[src/cargoPkg.sv]
package cargoPkg;

    // floors are numbered 0 to 3, bottom up
    typedef logic [1:0] floorNum;

    localparam int floorCount = 4; // one sensor line per floor

    typedef enum logic [1:0] {
        dirStop = 2'd0,
        dirUp   = 2'd1,
        dirDown = 2'd2
    } dirKind;

    typedef enum logic [1:0] {
        stIdle   = 2'd0, // waiting for a stop
        stMoving = 2'd1, // motor running toward head
        stDwell  = 2'd2, // loading or unloading
        stHalted = 2'd3  // emergency stop
    } motionState;

endpackage

[src/cargoRegPkg.sv]
package cargoRegPkg;

    localparam int addrWidth = 4;
    localparam int dataWidth = 32;
    localparam int countFieldWidth = 8; // queue count slot in status

    // word addresses
    localparam logic [addrWidth-1:0] regCtrlAddr    = 4'h0;
    localparam logic [addrWidth-1:0] regRequestAddr = 4'h4;
    localparam logic [addrWidth-1:0] regStatusAddr  = 4'h8;

    typedef struct packed {
        logic [28:0] reserved;
        logic        clearQueue; // self clearing
        logic        emergency;
        logic        start;
    } ctrlView;

    typedef struct packed {
        logic [27:0]       reserved;
        cargoPkg::floorNum dest;
        cargoPkg::floorNum origin;
    } requestView;

    // same write word, meaning depends on paddr
    typedef union packed {
        ctrlView    ctrl;
        requestView request;
    } apbWord;

endpackage

[src/cargoApbRegs.sv]
`timescale 1ns/1ps
module cargoApbRegs #(
    parameter int queueDepth = 8
) (
    input  logic                               clock,
    input  logic                               rst,
    input  logic                               psel,
    input  logic                               penable,
    input  logic                               pwrite,
    input  logic [cargoRegPkg::addrWidth-1:0]  paddr,
    input  logic [cargoRegPkg::dataWidth-1:0]  pwdata,
    output logic [cargoRegPkg::dataWidth-1:0]  prdata,
    output logic                               pready,
    output logic                               pslverr,
    input  logic [$clog2(queueDepth+1)-1:0]    freeSlots,
    input  cargoPkg::floorNum                  curFloor,
    input  cargoPkg::floorNum                  headFloor,
    input  logic                               headValid,
    input  logic [$clog2(queueDepth+1)-1:0]    queueCount,
    input  cargoPkg::dirKind                   direction,
    output logic                               runEnable,
    output logic                               emergency,
    output logic                               pushReq,
    output cargoPkg::floorNum                  pushOrigin,
    output cargoPkg::floorNum                  pushDest,
    output logic                               clearReq
);
    localparam int countWidth = $clog2(queueDepth + 1);
    localparam int countField = cargoRegPkg::countFieldWidth;
    localparam int dataW = cargoRegPkg::dataWidth;

    cargoRegPkg::apbWord wordIn;
    logic access, isCtrl, isRequest, isStatus, writeOk;
    logic [dataW-1:0] statusWord;

    assign wordIn = pwdata;
    assign access = psel && penable;
    assign isCtrl = paddr == cargoRegPkg::regCtrlAddr;
    assign isRequest = paddr == cargoRegPkg::regRequestAddr;
    assign isStatus = paddr == cargoRegPkg::regStatusAddr;

    // a request always needs room for two stops
    assign pslverr = access && (!(isCtrl || isRequest || isStatus)
                     || (pwrite && isStatus)
                     || (pwrite && isRequest && freeSlots < countWidth'(2)));
    assign pready = 1'b1; // no wait states
    assign writeOk = access && pwrite && !pslverr;

    assign pushReq = writeOk && isRequest;
    assign pushOrigin = wordIn.request.origin;
    assign pushDest = wordIn.request.dest;
    assign clearReq = writeOk && isCtrl && wordIn.ctrl.clearQueue;

    always_ff @(posedge clock) begin
        if (rst) begin
            runEnable <= 1'b0;
            emergency <= 1'b0;
        end else if (writeOk && isCtrl) begin
            runEnable <= wordIn.ctrl.start;
            emergency <= wordIn.ctrl.emergency;
        end
    end

    assign statusWord = dataW'({countField'(queueCount), direction, emergency,
                                headValid, headFloor, curFloor});

    always_comb begin
        if (isStatus) prdata = statusWord;
        else if (isCtrl) prdata = dataW'({emergency, runEnable});
        else prdata = '0; // request reads back zero
    end
endmodule

[src/requestQueue.sv]
`timescale 1ns/1ps
module requestQueue #(
    parameter int queueDepth = 8
) (
    input  logic                            clock,
    input  logic                            rst,
    input  logic                            pushReq,
    input  cargoPkg::floorNum               pushOrigin,
    input  cargoPkg::floorNum               pushDest,
    input  logic                            clearReq,
    input  logic                            popStop,
    output logic                            headValid,
    output cargoPkg::floorNum               headFloor,
    output logic [$clog2(queueDepth+1)-1:0] queueCount,
    output logic [$clog2(queueDepth+1)-1:0] freeSlots
);
    localparam int ptrWidth = (queueDepth > 1) ? $clog2(queueDepth) : 1;
    localparam int countWidth = $clog2(queueDepth + 1);

    cargoPkg::floorNum slots [queueDepth];
    logic [ptrWidth-1:0] headPtr, tailPtr, tailNext;
    logic [countWidth-1:0] count;
    logic doPop, newestLive, keepOrigin, keepDest;
    logic [countWidth-1:0] pushN;
    cargoPkg::floorNum newest;

    function automatic logic [ptrWidth-1:0] nextPtr(input logic [ptrWidth-1:0] ptr);
        if (ptr == ptrWidth'(queueDepth - 1)) return '0;
        return ptr + 1'b1;
    endfunction

    function automatic logic [ptrWidth-1:0] prevPtr(input logic [ptrWidth-1:0] ptr);
        if (ptr == '0) return ptrWidth'(queueDepth - 1);
        return ptr - 1'b1;
    endfunction

    assign doPop = popStop && count != '0;
    assign newest = slots[prevPtr(tailPtr)];
    // last entry leaving this cycle is not a merge target
    assign newestLive = count > (doPop ? countWidth'(1) : countWidth'(0));

    assign keepOrigin = !(newestLive && pushOrigin == newest);
    assign keepDest = pushDest != pushOrigin;
    assign pushN = pushReq ? countWidth'(keepOrigin) + countWidth'(keepDest) : '0;
    assign tailNext = keepOrigin ? nextPtr(tailPtr) : tailPtr;

    always_ff @(posedge clock) begin
        if (pushReq && keepOrigin) slots[tailPtr] <= pushOrigin;
        if (pushReq && keepDest) slots[tailNext] <= pushDest;
    end

    always_ff @(posedge clock) begin
        if (rst || clearReq) begin // clear beats push and pop
            headPtr <= '0;
            tailPtr <= '0;
            count <= '0;
        end else begin
            if (doPop) headPtr <= nextPtr(headPtr);
            if (pushReq) tailPtr <= keepDest ? nextPtr(tailNext) : tailNext;
            count <= count + pushN - countWidth'(doPop);
        end
    end

    assign headValid = count != '0;
    assign headFloor = slots[headPtr];
    assign queueCount = count;
    assign freeSlots = countWidth'(queueDepth) - count;
endmodule

[src/motionControl.sv]
`timescale 1ns/1ps
module motionControl #(
    parameter int dwellCycles = 20
) (
    input  logic                           clock,
    input  logic                           rst,
    input  logic [cargoPkg::floorCount-1:0] sensorsN,
    input  logic                           runEnable,
    input  logic                           emergency,
    input  logic                           headValid,
    input  cargoPkg::floorNum              headFloor,
    output cargoPkg::floorNum              curFloor,
    output cargoPkg::dirKind               direction,
    output logic                           motorUp,
    output logic                           motorDown,
    output logic                           popStop
);
    localparam int timerWidth = $clog2(dwellCycles + 1);

    cargoPkg::motionState state;
    logic [timerWidth-1:0] timer;
    logic sensorHit;
    cargoPkg::floorNum sensorFloor;

    // only a single low line counts as a floor
    always_comb begin
        sensorHit = 1'b0;
        sensorFloor = '0;
        for (int i = 0; i < cargoPkg::floorCount; i++) begin
            if (sensorsN == ~(cargoPkg::floorCount'(1) << i)) begin
                sensorHit = 1'b1;
                sensorFloor = cargoPkg::floorNum'(i);
            end
        end
    end

    always_ff @(posedge clock) begin
        if (rst) curFloor <= '0;
        else if (sensorHit) curFloor <= sensorFloor;
    end

    assign popStop = state == cargoPkg::stDwell && !emergency
                     && timer == timerWidth'(dwellCycles - 1);

    always_ff @(posedge clock) begin
        if (rst) begin
            state <= cargoPkg::stIdle;
            direction <= cargoPkg::dirStop;
            timer <= '0;
        end else if (emergency) begin
            state <= cargoPkg::stHalted;
            direction <= cargoPkg::dirStop;
            timer <= '0;
        end else begin
            case (state)
                cargoPkg::stIdle: if (headValid && runEnable) begin
                    if (headFloor == curFloor) state <= cargoPkg::stDwell;
                    else begin
                        state <= cargoPkg::stMoving;
                        direction <= (headFloor > curFloor) ? cargoPkg::dirUp
                                                            : cargoPkg::dirDown;
                    end
                end
                cargoPkg::stMoving: begin
                    if (!headValid) begin // queue cleared under us
                        state <= cargoPkg::stIdle;
                        direction <= cargoPkg::dirStop;
                    end else if (sensorHit && sensorFloor == headFloor) begin
                        state <= cargoPkg::stDwell;
                        direction <= cargoPkg::dirStop;
                    end
                end
                cargoPkg::stDwell: begin
                    timer <= timer + 1'b1;
                    if (popStop) begin
                        state <= cargoPkg::stIdle;
                        timer <= '0;
                    end
                end
                default: state <= cargoPkg::stIdle; // halted and released
            endcase
        end
    end

    // emergency also cuts the drive directly
    assign motorUp = state == cargoPkg::stMoving && direction == cargoPkg::dirUp && !emergency;
    assign motorDown = state == cargoPkg::stMoving && direction == cargoPkg::dirDown
                       && !emergency;
endmodule

[src/smartCargo.sv]
`timescale 1ns/1ps
module smartCargo #(
    parameter int queueDepth = 8,
    parameter int dwellCycles = 20
) (
    input  logic                              clock,
    input  logic                              rst,
    input  logic                              psel,
    input  logic                              penable,
    input  logic                              pwrite,
    input  logic [cargoRegPkg::addrWidth-1:0] paddr,
    input  logic [cargoRegPkg::dataWidth-1:0] pwdata,
    output logic [cargoRegPkg::dataWidth-1:0] prdata,
    output logic                              pready,
    output logic                              pslverr,
    input  logic [cargoPkg::floorCount-1:0]   sensorsN,
    output logic                              motorUp,
    output logic                              motorDown
);
    localparam int countWidth = $clog2(queueDepth + 1);

    logic runEnable, emergency, pushReq, clearReq, popStop, headValid;
    cargoPkg::floorNum pushOrigin, pushDest, headFloor, curFloor;
    cargoPkg::dirKind direction;
    logic [countWidth-1:0] queueCount, freeSlots;

    cargoApbRegs #(.queueDepth(queueDepth)) apbRegs_inst (
        .clock      (clock),
        .rst        (rst),
        .psel       (psel),
        .penable    (penable),
        .pwrite     (pwrite),
        .paddr      (paddr),
        .pwdata     (pwdata),
        .prdata     (prdata),
        .pready     (pready),
        .pslverr    (pslverr),
        .freeSlots  (freeSlots),
        .curFloor   (curFloor),
        .headFloor  (headFloor),
        .headValid  (headValid),
        .queueCount (queueCount),
        .direction  (direction),
        .runEnable  (runEnable),
        .emergency  (emergency),
        .pushReq    (pushReq),
        .pushOrigin (pushOrigin),
        .pushDest   (pushDest),
        .clearReq   (clearReq)
    );

    requestQueue #(.queueDepth(queueDepth)) queue_inst (
        .clock      (clock),
        .rst        (rst),
        .pushReq    (pushReq),
        .pushOrigin (pushOrigin),
        .pushDest   (pushDest),
        .clearReq   (clearReq),
        .popStop    (popStop),     // retire head after dwell
        .headValid  (headValid),
        .headFloor  (headFloor),
        .queueCount (queueCount),
        .freeSlots  (freeSlots)
    );

    motionControl #(.dwellCycles(dwellCycles)) motion_inst (
        .clock      (clock),
        .rst        (rst),
        .sensorsN   (sensorsN),
        .runEnable  (runEnable),
        .emergency  (emergency),
        .headValid  (headValid),
        .headFloor  (headFloor),
        .curFloor   (curFloor),
        .direction  (direction),
        .motorUp    (motorUp),
        .motorDown  (motorDown),
        .popStop    (popStop)
    );
endmodule

[config.mk]
export PLATFORM = sky130hd
export DESIGN_NAME = smartCargo
export DESIGN_NICKNAME = d
export VERILOG_FILES = /design/src/cargoPkg.sv /design/src/cargoRegPkg.sv /design/src/cargoApbRegs.sv /design/src/requestQueue.sv /design/src/motionControl.sv /design/src/smartCargo.sv
export SDC_FILE = /design/constraint.sdc
export NUM_CORES = 1
export LEC_CHECK = 0
export ABC_AREA = 1
export CAP_MARGIN = 20
export CELL_PAD_IN_SITES_DETAIL_PLACEMENT = 1
export CELL_PAD_IN_SITES_GLOBAL_PLACEMENT = 1
export CORE_ASPECT_RATIO = 0.7
export CORE_MARGIN = 8
export CORE_UTILIZATION = 45
export DETAILED_ROUTE_END_ITERATION = 6
export DONT_BUFFER_PORTS = 1
export GPL_ROUTABILITY_DRIVEN = 0
export PLACE_DENSITY_LB_ADDON = 0.15
export SETUP_SLACK_MARGIN = 0.02
export SKIP_CTS_REPAIR_TIMING = 1
export SLEW_MARGIN = 20
export SYNTH_ARGS = -nofsm -noshare
export SYNTH_HDL_FRONTEND = slang
export SYNTH_SLANG_ARGS = --single-unit
[constraint.sdc]
create_clock -name clock -period 5.86 [get_ports clock]
set_input_delay 0 -clock clock [delete_from_list [all_inputs] [get_ports clock]]
set_output_delay 0 -clock clock [all_outputs]
set_load 0.01 [all_outputs]
==> results.cfg, run 1 <==
[global_routing]
gr-total-overflow = 0
track_usage_pct = 17.9
grt_start_max_net_pins = 19
grt_pass1_vias = 3114
antenna_found_initial = 0
grt_pass1_wl_um = 15500

[drt]
wl_met1_um = 4780
firstDrtPassIters = 4
met3WireLength_um = 592
antenna_left = 0
vias = 3117
viasPerCell = 5.28
drt_wl_total_um = 9390
routedWlPerCell_um = 15.9
dr_wl_met2_um = 3930
drc = 0
highest_layer = met4
drt_iter0_drc = 196

[sta]
rsz0062_at_grt = no
maxSlewHeadroom_pct = 62.5
max_freq_mhz = 272
final_hold_viol_count = 5
finalMaxSlewViolations = 0
max_slew.worst_pin.slew_ps = 557
timing.hold.ws_ps = -37.6
setup_tns_ps = 0
skew_ps = 8.55
period_share_pct = 62.7
finalSetupViolCount = 0
min_period_ps = 3680

[cells_and_area]
area_growth_pct = 3.40
final-seq-area_um2 = 1000
fin_cells = 590
antennaDiodeCount = 0
multi_input_area_um2 = 1980
fill_cells = 986
drive_above_1_share_pct = 8.54
final_nets = 556

[hold_path]
hold_path_class = in2reg
worstHoldPathCells = 3

[clocking]
cts_buffers = 5
cts-htree-levels = 2
cts_tree = yes
clockBufferDepth = 2
root_buffer = clkbuf_8
cts_sinks = 42
clk_pin_slew_worst_paths_ps = 90
insertion_delay_ps = 300

[setup_path]
slowest_delay_ps = 330
path_delay_family = simple AND/OR/NAND/NOR gates
r2r-end = queue_inst.queueCount[3]
cp.depth = 19
worst-r2r-setup-slack_ps = 2180
crit_type = reg2reg
critical_path_arrival_ps = 3900
cp_num_buf_inv = 3
cpMostUsedCell = ha_1
crit_slowest_cell = ha_1
end_kind = flop
path_cells = buf_4 -> inv_2 -> ha_1 -> or2_0 -> o21ai_1 -> nand3_1 -> nand3_1 -> nand2_1 -> nor2_4 -> nand2_4 -> ha_1 -> nand2_1 -> ha_1 -> inv_1 -> ha_1 -> a21oi_1 -> nand2_1 -> or2_2 -> a21oi_1
start_kind = flop
rr_worst_depth = 19
cp_max_fo = 18
startpoint = queue_inst.tailPtr[0]
r2r-start = queue_inst.tailPtr[0]
critical_path_required_ps = 6090
crit_path_end = queue_inst.queueCount[3]

[outcome]
violations = negative hold slack
outcome = complete, but fails checks

[die]
initial_core_util_pct = 46.2
die_y_um = 88.2
fp.dieW_um = 119
rows = 26
die_area_um2 = 10500
core-area_um2 = 7250
pin_count = 81

[logic_synthesis]
synthCells = 491
yosysUniqueCellTypes = 38
ys_ff_latch = 42
synth.top_cell.area_share_pct = 15.5
yosysSeqAreaShare_pct = 29.9
ys_top_cells_by_area = dfxtp_1 16%, edfxtp_1 14%, nand2_1 13%
netlist_area_um2 = 3350
yosysTopAreaCell = dfxtp_1
ys_warn_count = 0
avgSynthCellArea_um2 = 6.83

[place]
port_buffers = 0
post-dp-hpwl_um = 7470
place_inst = 577

[power_and_ir_drop]
powerDensity_nw_per_um2 = 172
p_leak_nw = 1.52
p_total_w = 0.000596
ir_drop_mv = 0.0881

[job]
maxCapViolCount = 0
-- cell families after synthesis --
| kind of cell | after synthesis | synth area share, % |
|---|---|---|
| adder cells (fa/ha/maj) | 20 | 7.69 |
| buffers and inverters | 91 | 13.2 |
| flip-flops | 42 | 29.9 |
| AO/OA/AOI/OAI | 56 | 8.84 |
| XOR/XNOR | 5 | 1.31 |
| other | 2 | 0.224 |
| AND/OR/NAND/NOR | 275 | 38.9 |
-- state kept, by name, indices dropped and copies added, names as in the netlist, named ones only --
signal,cells
queue_inst.slots,16
motion_inst.timer,5
queue_inst.queueCount,4
queue_inst.headPtr,3
queue_inst.tailPtr,3
motion_inst.curFloor,2
motion_inst.direction,2
motion_inst.state,2
apbRegs_inst.emergency,1
apbRegs_inst.runEnable,1
-- final cells by class --
type | instances | share of cell area (%)
Clock buffer | 6 | 2.09
Inverter | 59 | 6.39
Sequential cell | 42 | 28.9
Tap cell | 98 | 3.54
Clock inverter | 2 | 0.289
Multi-Input combinational cell | 377 | 57.2
Timing Repair Buffer | 6 | 1.66
-- per-layer routing --
layer | track usage (%) | vias to the layer above
li1 | - | 1560
met1 | 25.2 | 1467
met2 | 28.0 | 84
met3 | 3.38 | 6
met4 | 3.89 | 0
met5 | 0 | -
-- worst min path at each step --
stage	from	to	slack, ps
finish	rst	motion_inst.direction[1]	-40
global route	rst	motion_inst.direction[1]	0.2
CTS	rst	motion_inst.curFloor[0]	-230
detailed placement	rst	motion_inst.curFloor[0]	70
global placement	rst	motion_inst.curFloor[1]	70
floorplan	rst	motion_inst.curFloor[0]	70
-- through the flow --
stage                     util [%]  area [um^2]  setup slack, ps  hold WS, ps
after global placement        46.0         3330             2230         72.8
after global routing          47.8         3470             1910        0.202
after detailed placement      46.0         3330             2190         72.5
final                         47.8         3470             2180        -37.6
after floorplan                  -         3420             2710         69.1
after CTS                     47.1         3420             2170         -235
-- power breakdown --
part	internal [W]	switching (W)
combinational	0.0000262	0.0000635
clock	0.0000829	0.000108
sequential	0.000309	0.00000663
total	0.000418	0.000178
-- placed cells by master, fill, tap and decap left out, drive strengths merged, types with 2 or more instances in the layout --
master / count
clkbuf: 6
inv: 59
clkinv: 2
dlygate4sd3: 5
nand3: 70
dfxtp: 26
or2: 2
xor2: 2
nor3: 4
o22ai: 3
a21oi: 27
nor4: 2
nand2: 130
o21ai: 23
conb: 21
xnor2: 3
edfxtp: 16
nand4: 6
ha: 19
nor2: 58
-- cells in the mapped netlist, drive strengths merged --
| library cell | instances |
|---|---|
| xnor2 | 3 |
| conb | 2 |
| a41oi | 1 |
| clkbuf | 4 |
| a211oi | 1 |
| dfxtp | 26 |
| edfxtp | 16 |
| ha | 19 |
| inv | 59 |
| a21oi | 27 |
| o211ai | 1 |
| nand2 | 130 |
| nand4 | 6 |
| fa | 1 |
| nor4b | 1 |
| o21ai | 23 |
| nand3b | 1 |
| xor2 | 2 |
| o22ai | 3 |
| nor3 | 4 |
| nor2 | 58 |
| nor4 | 2 |
| and3b | 1 |
| buf | 28 |
| nand3 | 70 |
| or2 | 2 |
-- tightest hold or removal path, delay by kind of cell --
family | cells | cell delay, ps
compound gates | 1 | 50
simple gates | 1 | 20
buf+inv | 1 | 140
Power figures use the tool's default switching activity.
==> run 2, diff against run 1 <==
Clock period 5.86 ns to 3.75 ns, I/O delays scaled along.
==> results.cfg, run 2 (same netlist as run 1, synthesis figures left out) <==
[power_and_ir_drop]
ir_drop_mv = 0.146
powerDensity_nw_per_um2 = 286
p_leak_nw = 1.56

[sta]
timing.hold.ws_ps = 3.33
maxSlewHeadroom_pct = 61.7
rsz0062_at_grt = no
final_hold_viol_count = 0
period_share_pct = 90.8
min_period_ps = 3400
fin_ws_ps = 347
setup_tns_ps = 0
finalMaxSlewViolations = 0
skew_ps = 14.6
max_slew.worst_pin.slew_ps = 569
max_freq_mhz = 294
finalSetupViolCount = 0

[die]
die_area_um2 = 10500
die_y_um = 88.2
rows = 26
pin_count = 81
initial_core_util_pct = 46.2
fp.dieW_um = 119
core-area_um2 = 7250

[drt]
antenna_left = 0
viasPerCell = 5.23
drt_wl_total_um = 9800
drt_iter0_drc = 241
routedWlPerCell_um = 16.5
firstDrtPassIters = 4
vias = 3114
drc = 0

[setup_path]
critical_path_required_ps = 3980
critical_path_arrival_ps = 3640
end_kind = flop
start_kind = flop
cp_max_fo = 11
crit_type = reg2reg

[outcome]
outcome = completed

[cells_and_area]
drive_above_1_share_pct = 9.46
area_growth_pct = 5.49
antennaDiodeCount = 0
regMostFlops = queue_inst.slots
fill_cells = 981
final_nets = 561
layout_commonest_cell = nand2_1
most-common-layout-cells = 113 x nand2_1, 69 x nand3_1, 55 x inv_1, 48 x nor2_1
largest_reg_flops = 16

[clocking]
cts_buffers = 5
cts_tree = yes
clockBufferDepth = 2
cts_sinks = 42
insertion_delay_ps = 310
clk_pin_slew_worst_paths_ps = 90
cts-htree-levels = 2
root_buffer = clkbuf_8

[job]
maxCapViolCount = 0

[hold_path]
hold_path_class = in2reg

[global_routing]
grt_pass1_wl_um = 15700
gr-total-overflow = 0
grt_pass1_vias = 3175
track_usage_pct = 18.5
antenna_found_initial = 0
grt_start_max_net_pins = 18

[place]
post-dp-hpwl_um = 7680
preCtsSetupSlack_ps = 284
port_buffers = 0
[run 2: layout make-up]
cell class,count,area [um^2],area share (%)
multi-input cells,377,1980,56.1
repair buffers,11,97.6,2.76
flip-flops and latches,42,1000,28.3
inverters,59,221,6.26
clock inverters,2,37.5,1.06
well taps,98,123,3.47
clock buffers,6,72.6,2.05
[run 2: critical path, cell delays in order, from the launching register on]
cell and delay (ps):
dfxtp_1 360, inv_2 120, ha_2 390, inv_1 80, a21oi_2 170, nand3_1 100
nand3_1 130, nand2_1 70, nand2_1 70, nand2_1 80, nor2_4 210, nand2_4 120
ha_1 220, nand2_1 80, ha_1 140, inv_1 40, ha_1 320, a21oi_1 170
nand2_1 80, or2_2 270, a21oi_1 120
[run 2: metal layers]
metal	share of wire (%)	vias to the layer above	GRT usage, %
met5	0	-	0
met4	1.1	0	4.91
met3	5.6	10	3.06
met2	44	63	30.3
met1	49	1472	24.8
li1	-	1569	-
[run 2: where the power goes]
group	total, W	internal [W]	switching (W)
combinational	0.000145	0.0000424	0.000103
sequential	0.000494	0.000483	0.0000106
clock	0.000373	0.000199	0.000174
total	0.00101	0.000724	0.000287
[run 2: path summary, 6_finish.rpt]
| path | startpoint | endpoint | slack (ps) | depth (start not counted) |
|---|---|---|---|---|
| worst max register to register | queue_inst.tailPtr[0] | queue_inst.queueCount[3] | 350 | 20 |
| worst min register to register | motion_inst.timer[4] | motion_inst.timer[4] | 450 | 1 |
| worst max-delay path | queue_inst.tailPtr[0] | queue_inst.queueCount[3] | 350 | 20 |
| worst min-delay path | pwdata[2] | queue_inst.tailPtr[1] | 3 | 3 |
[run 2: metrics by stage]
stage          utilization, %  cells  total power [W]  instance area (um^2)
2_1_floorplan               -    510         0.000626                  3420
3_3_place_gp             46.2    579         0.000625                  3350
3_5_place_dp             46.2    579         0.000633                  3350
4_1_cts                  47.7    587         0.000999                  3460
5_1_grt                  48.8    595          0.00105                  3540
6_report                 48.8    595          0.00101                  3540
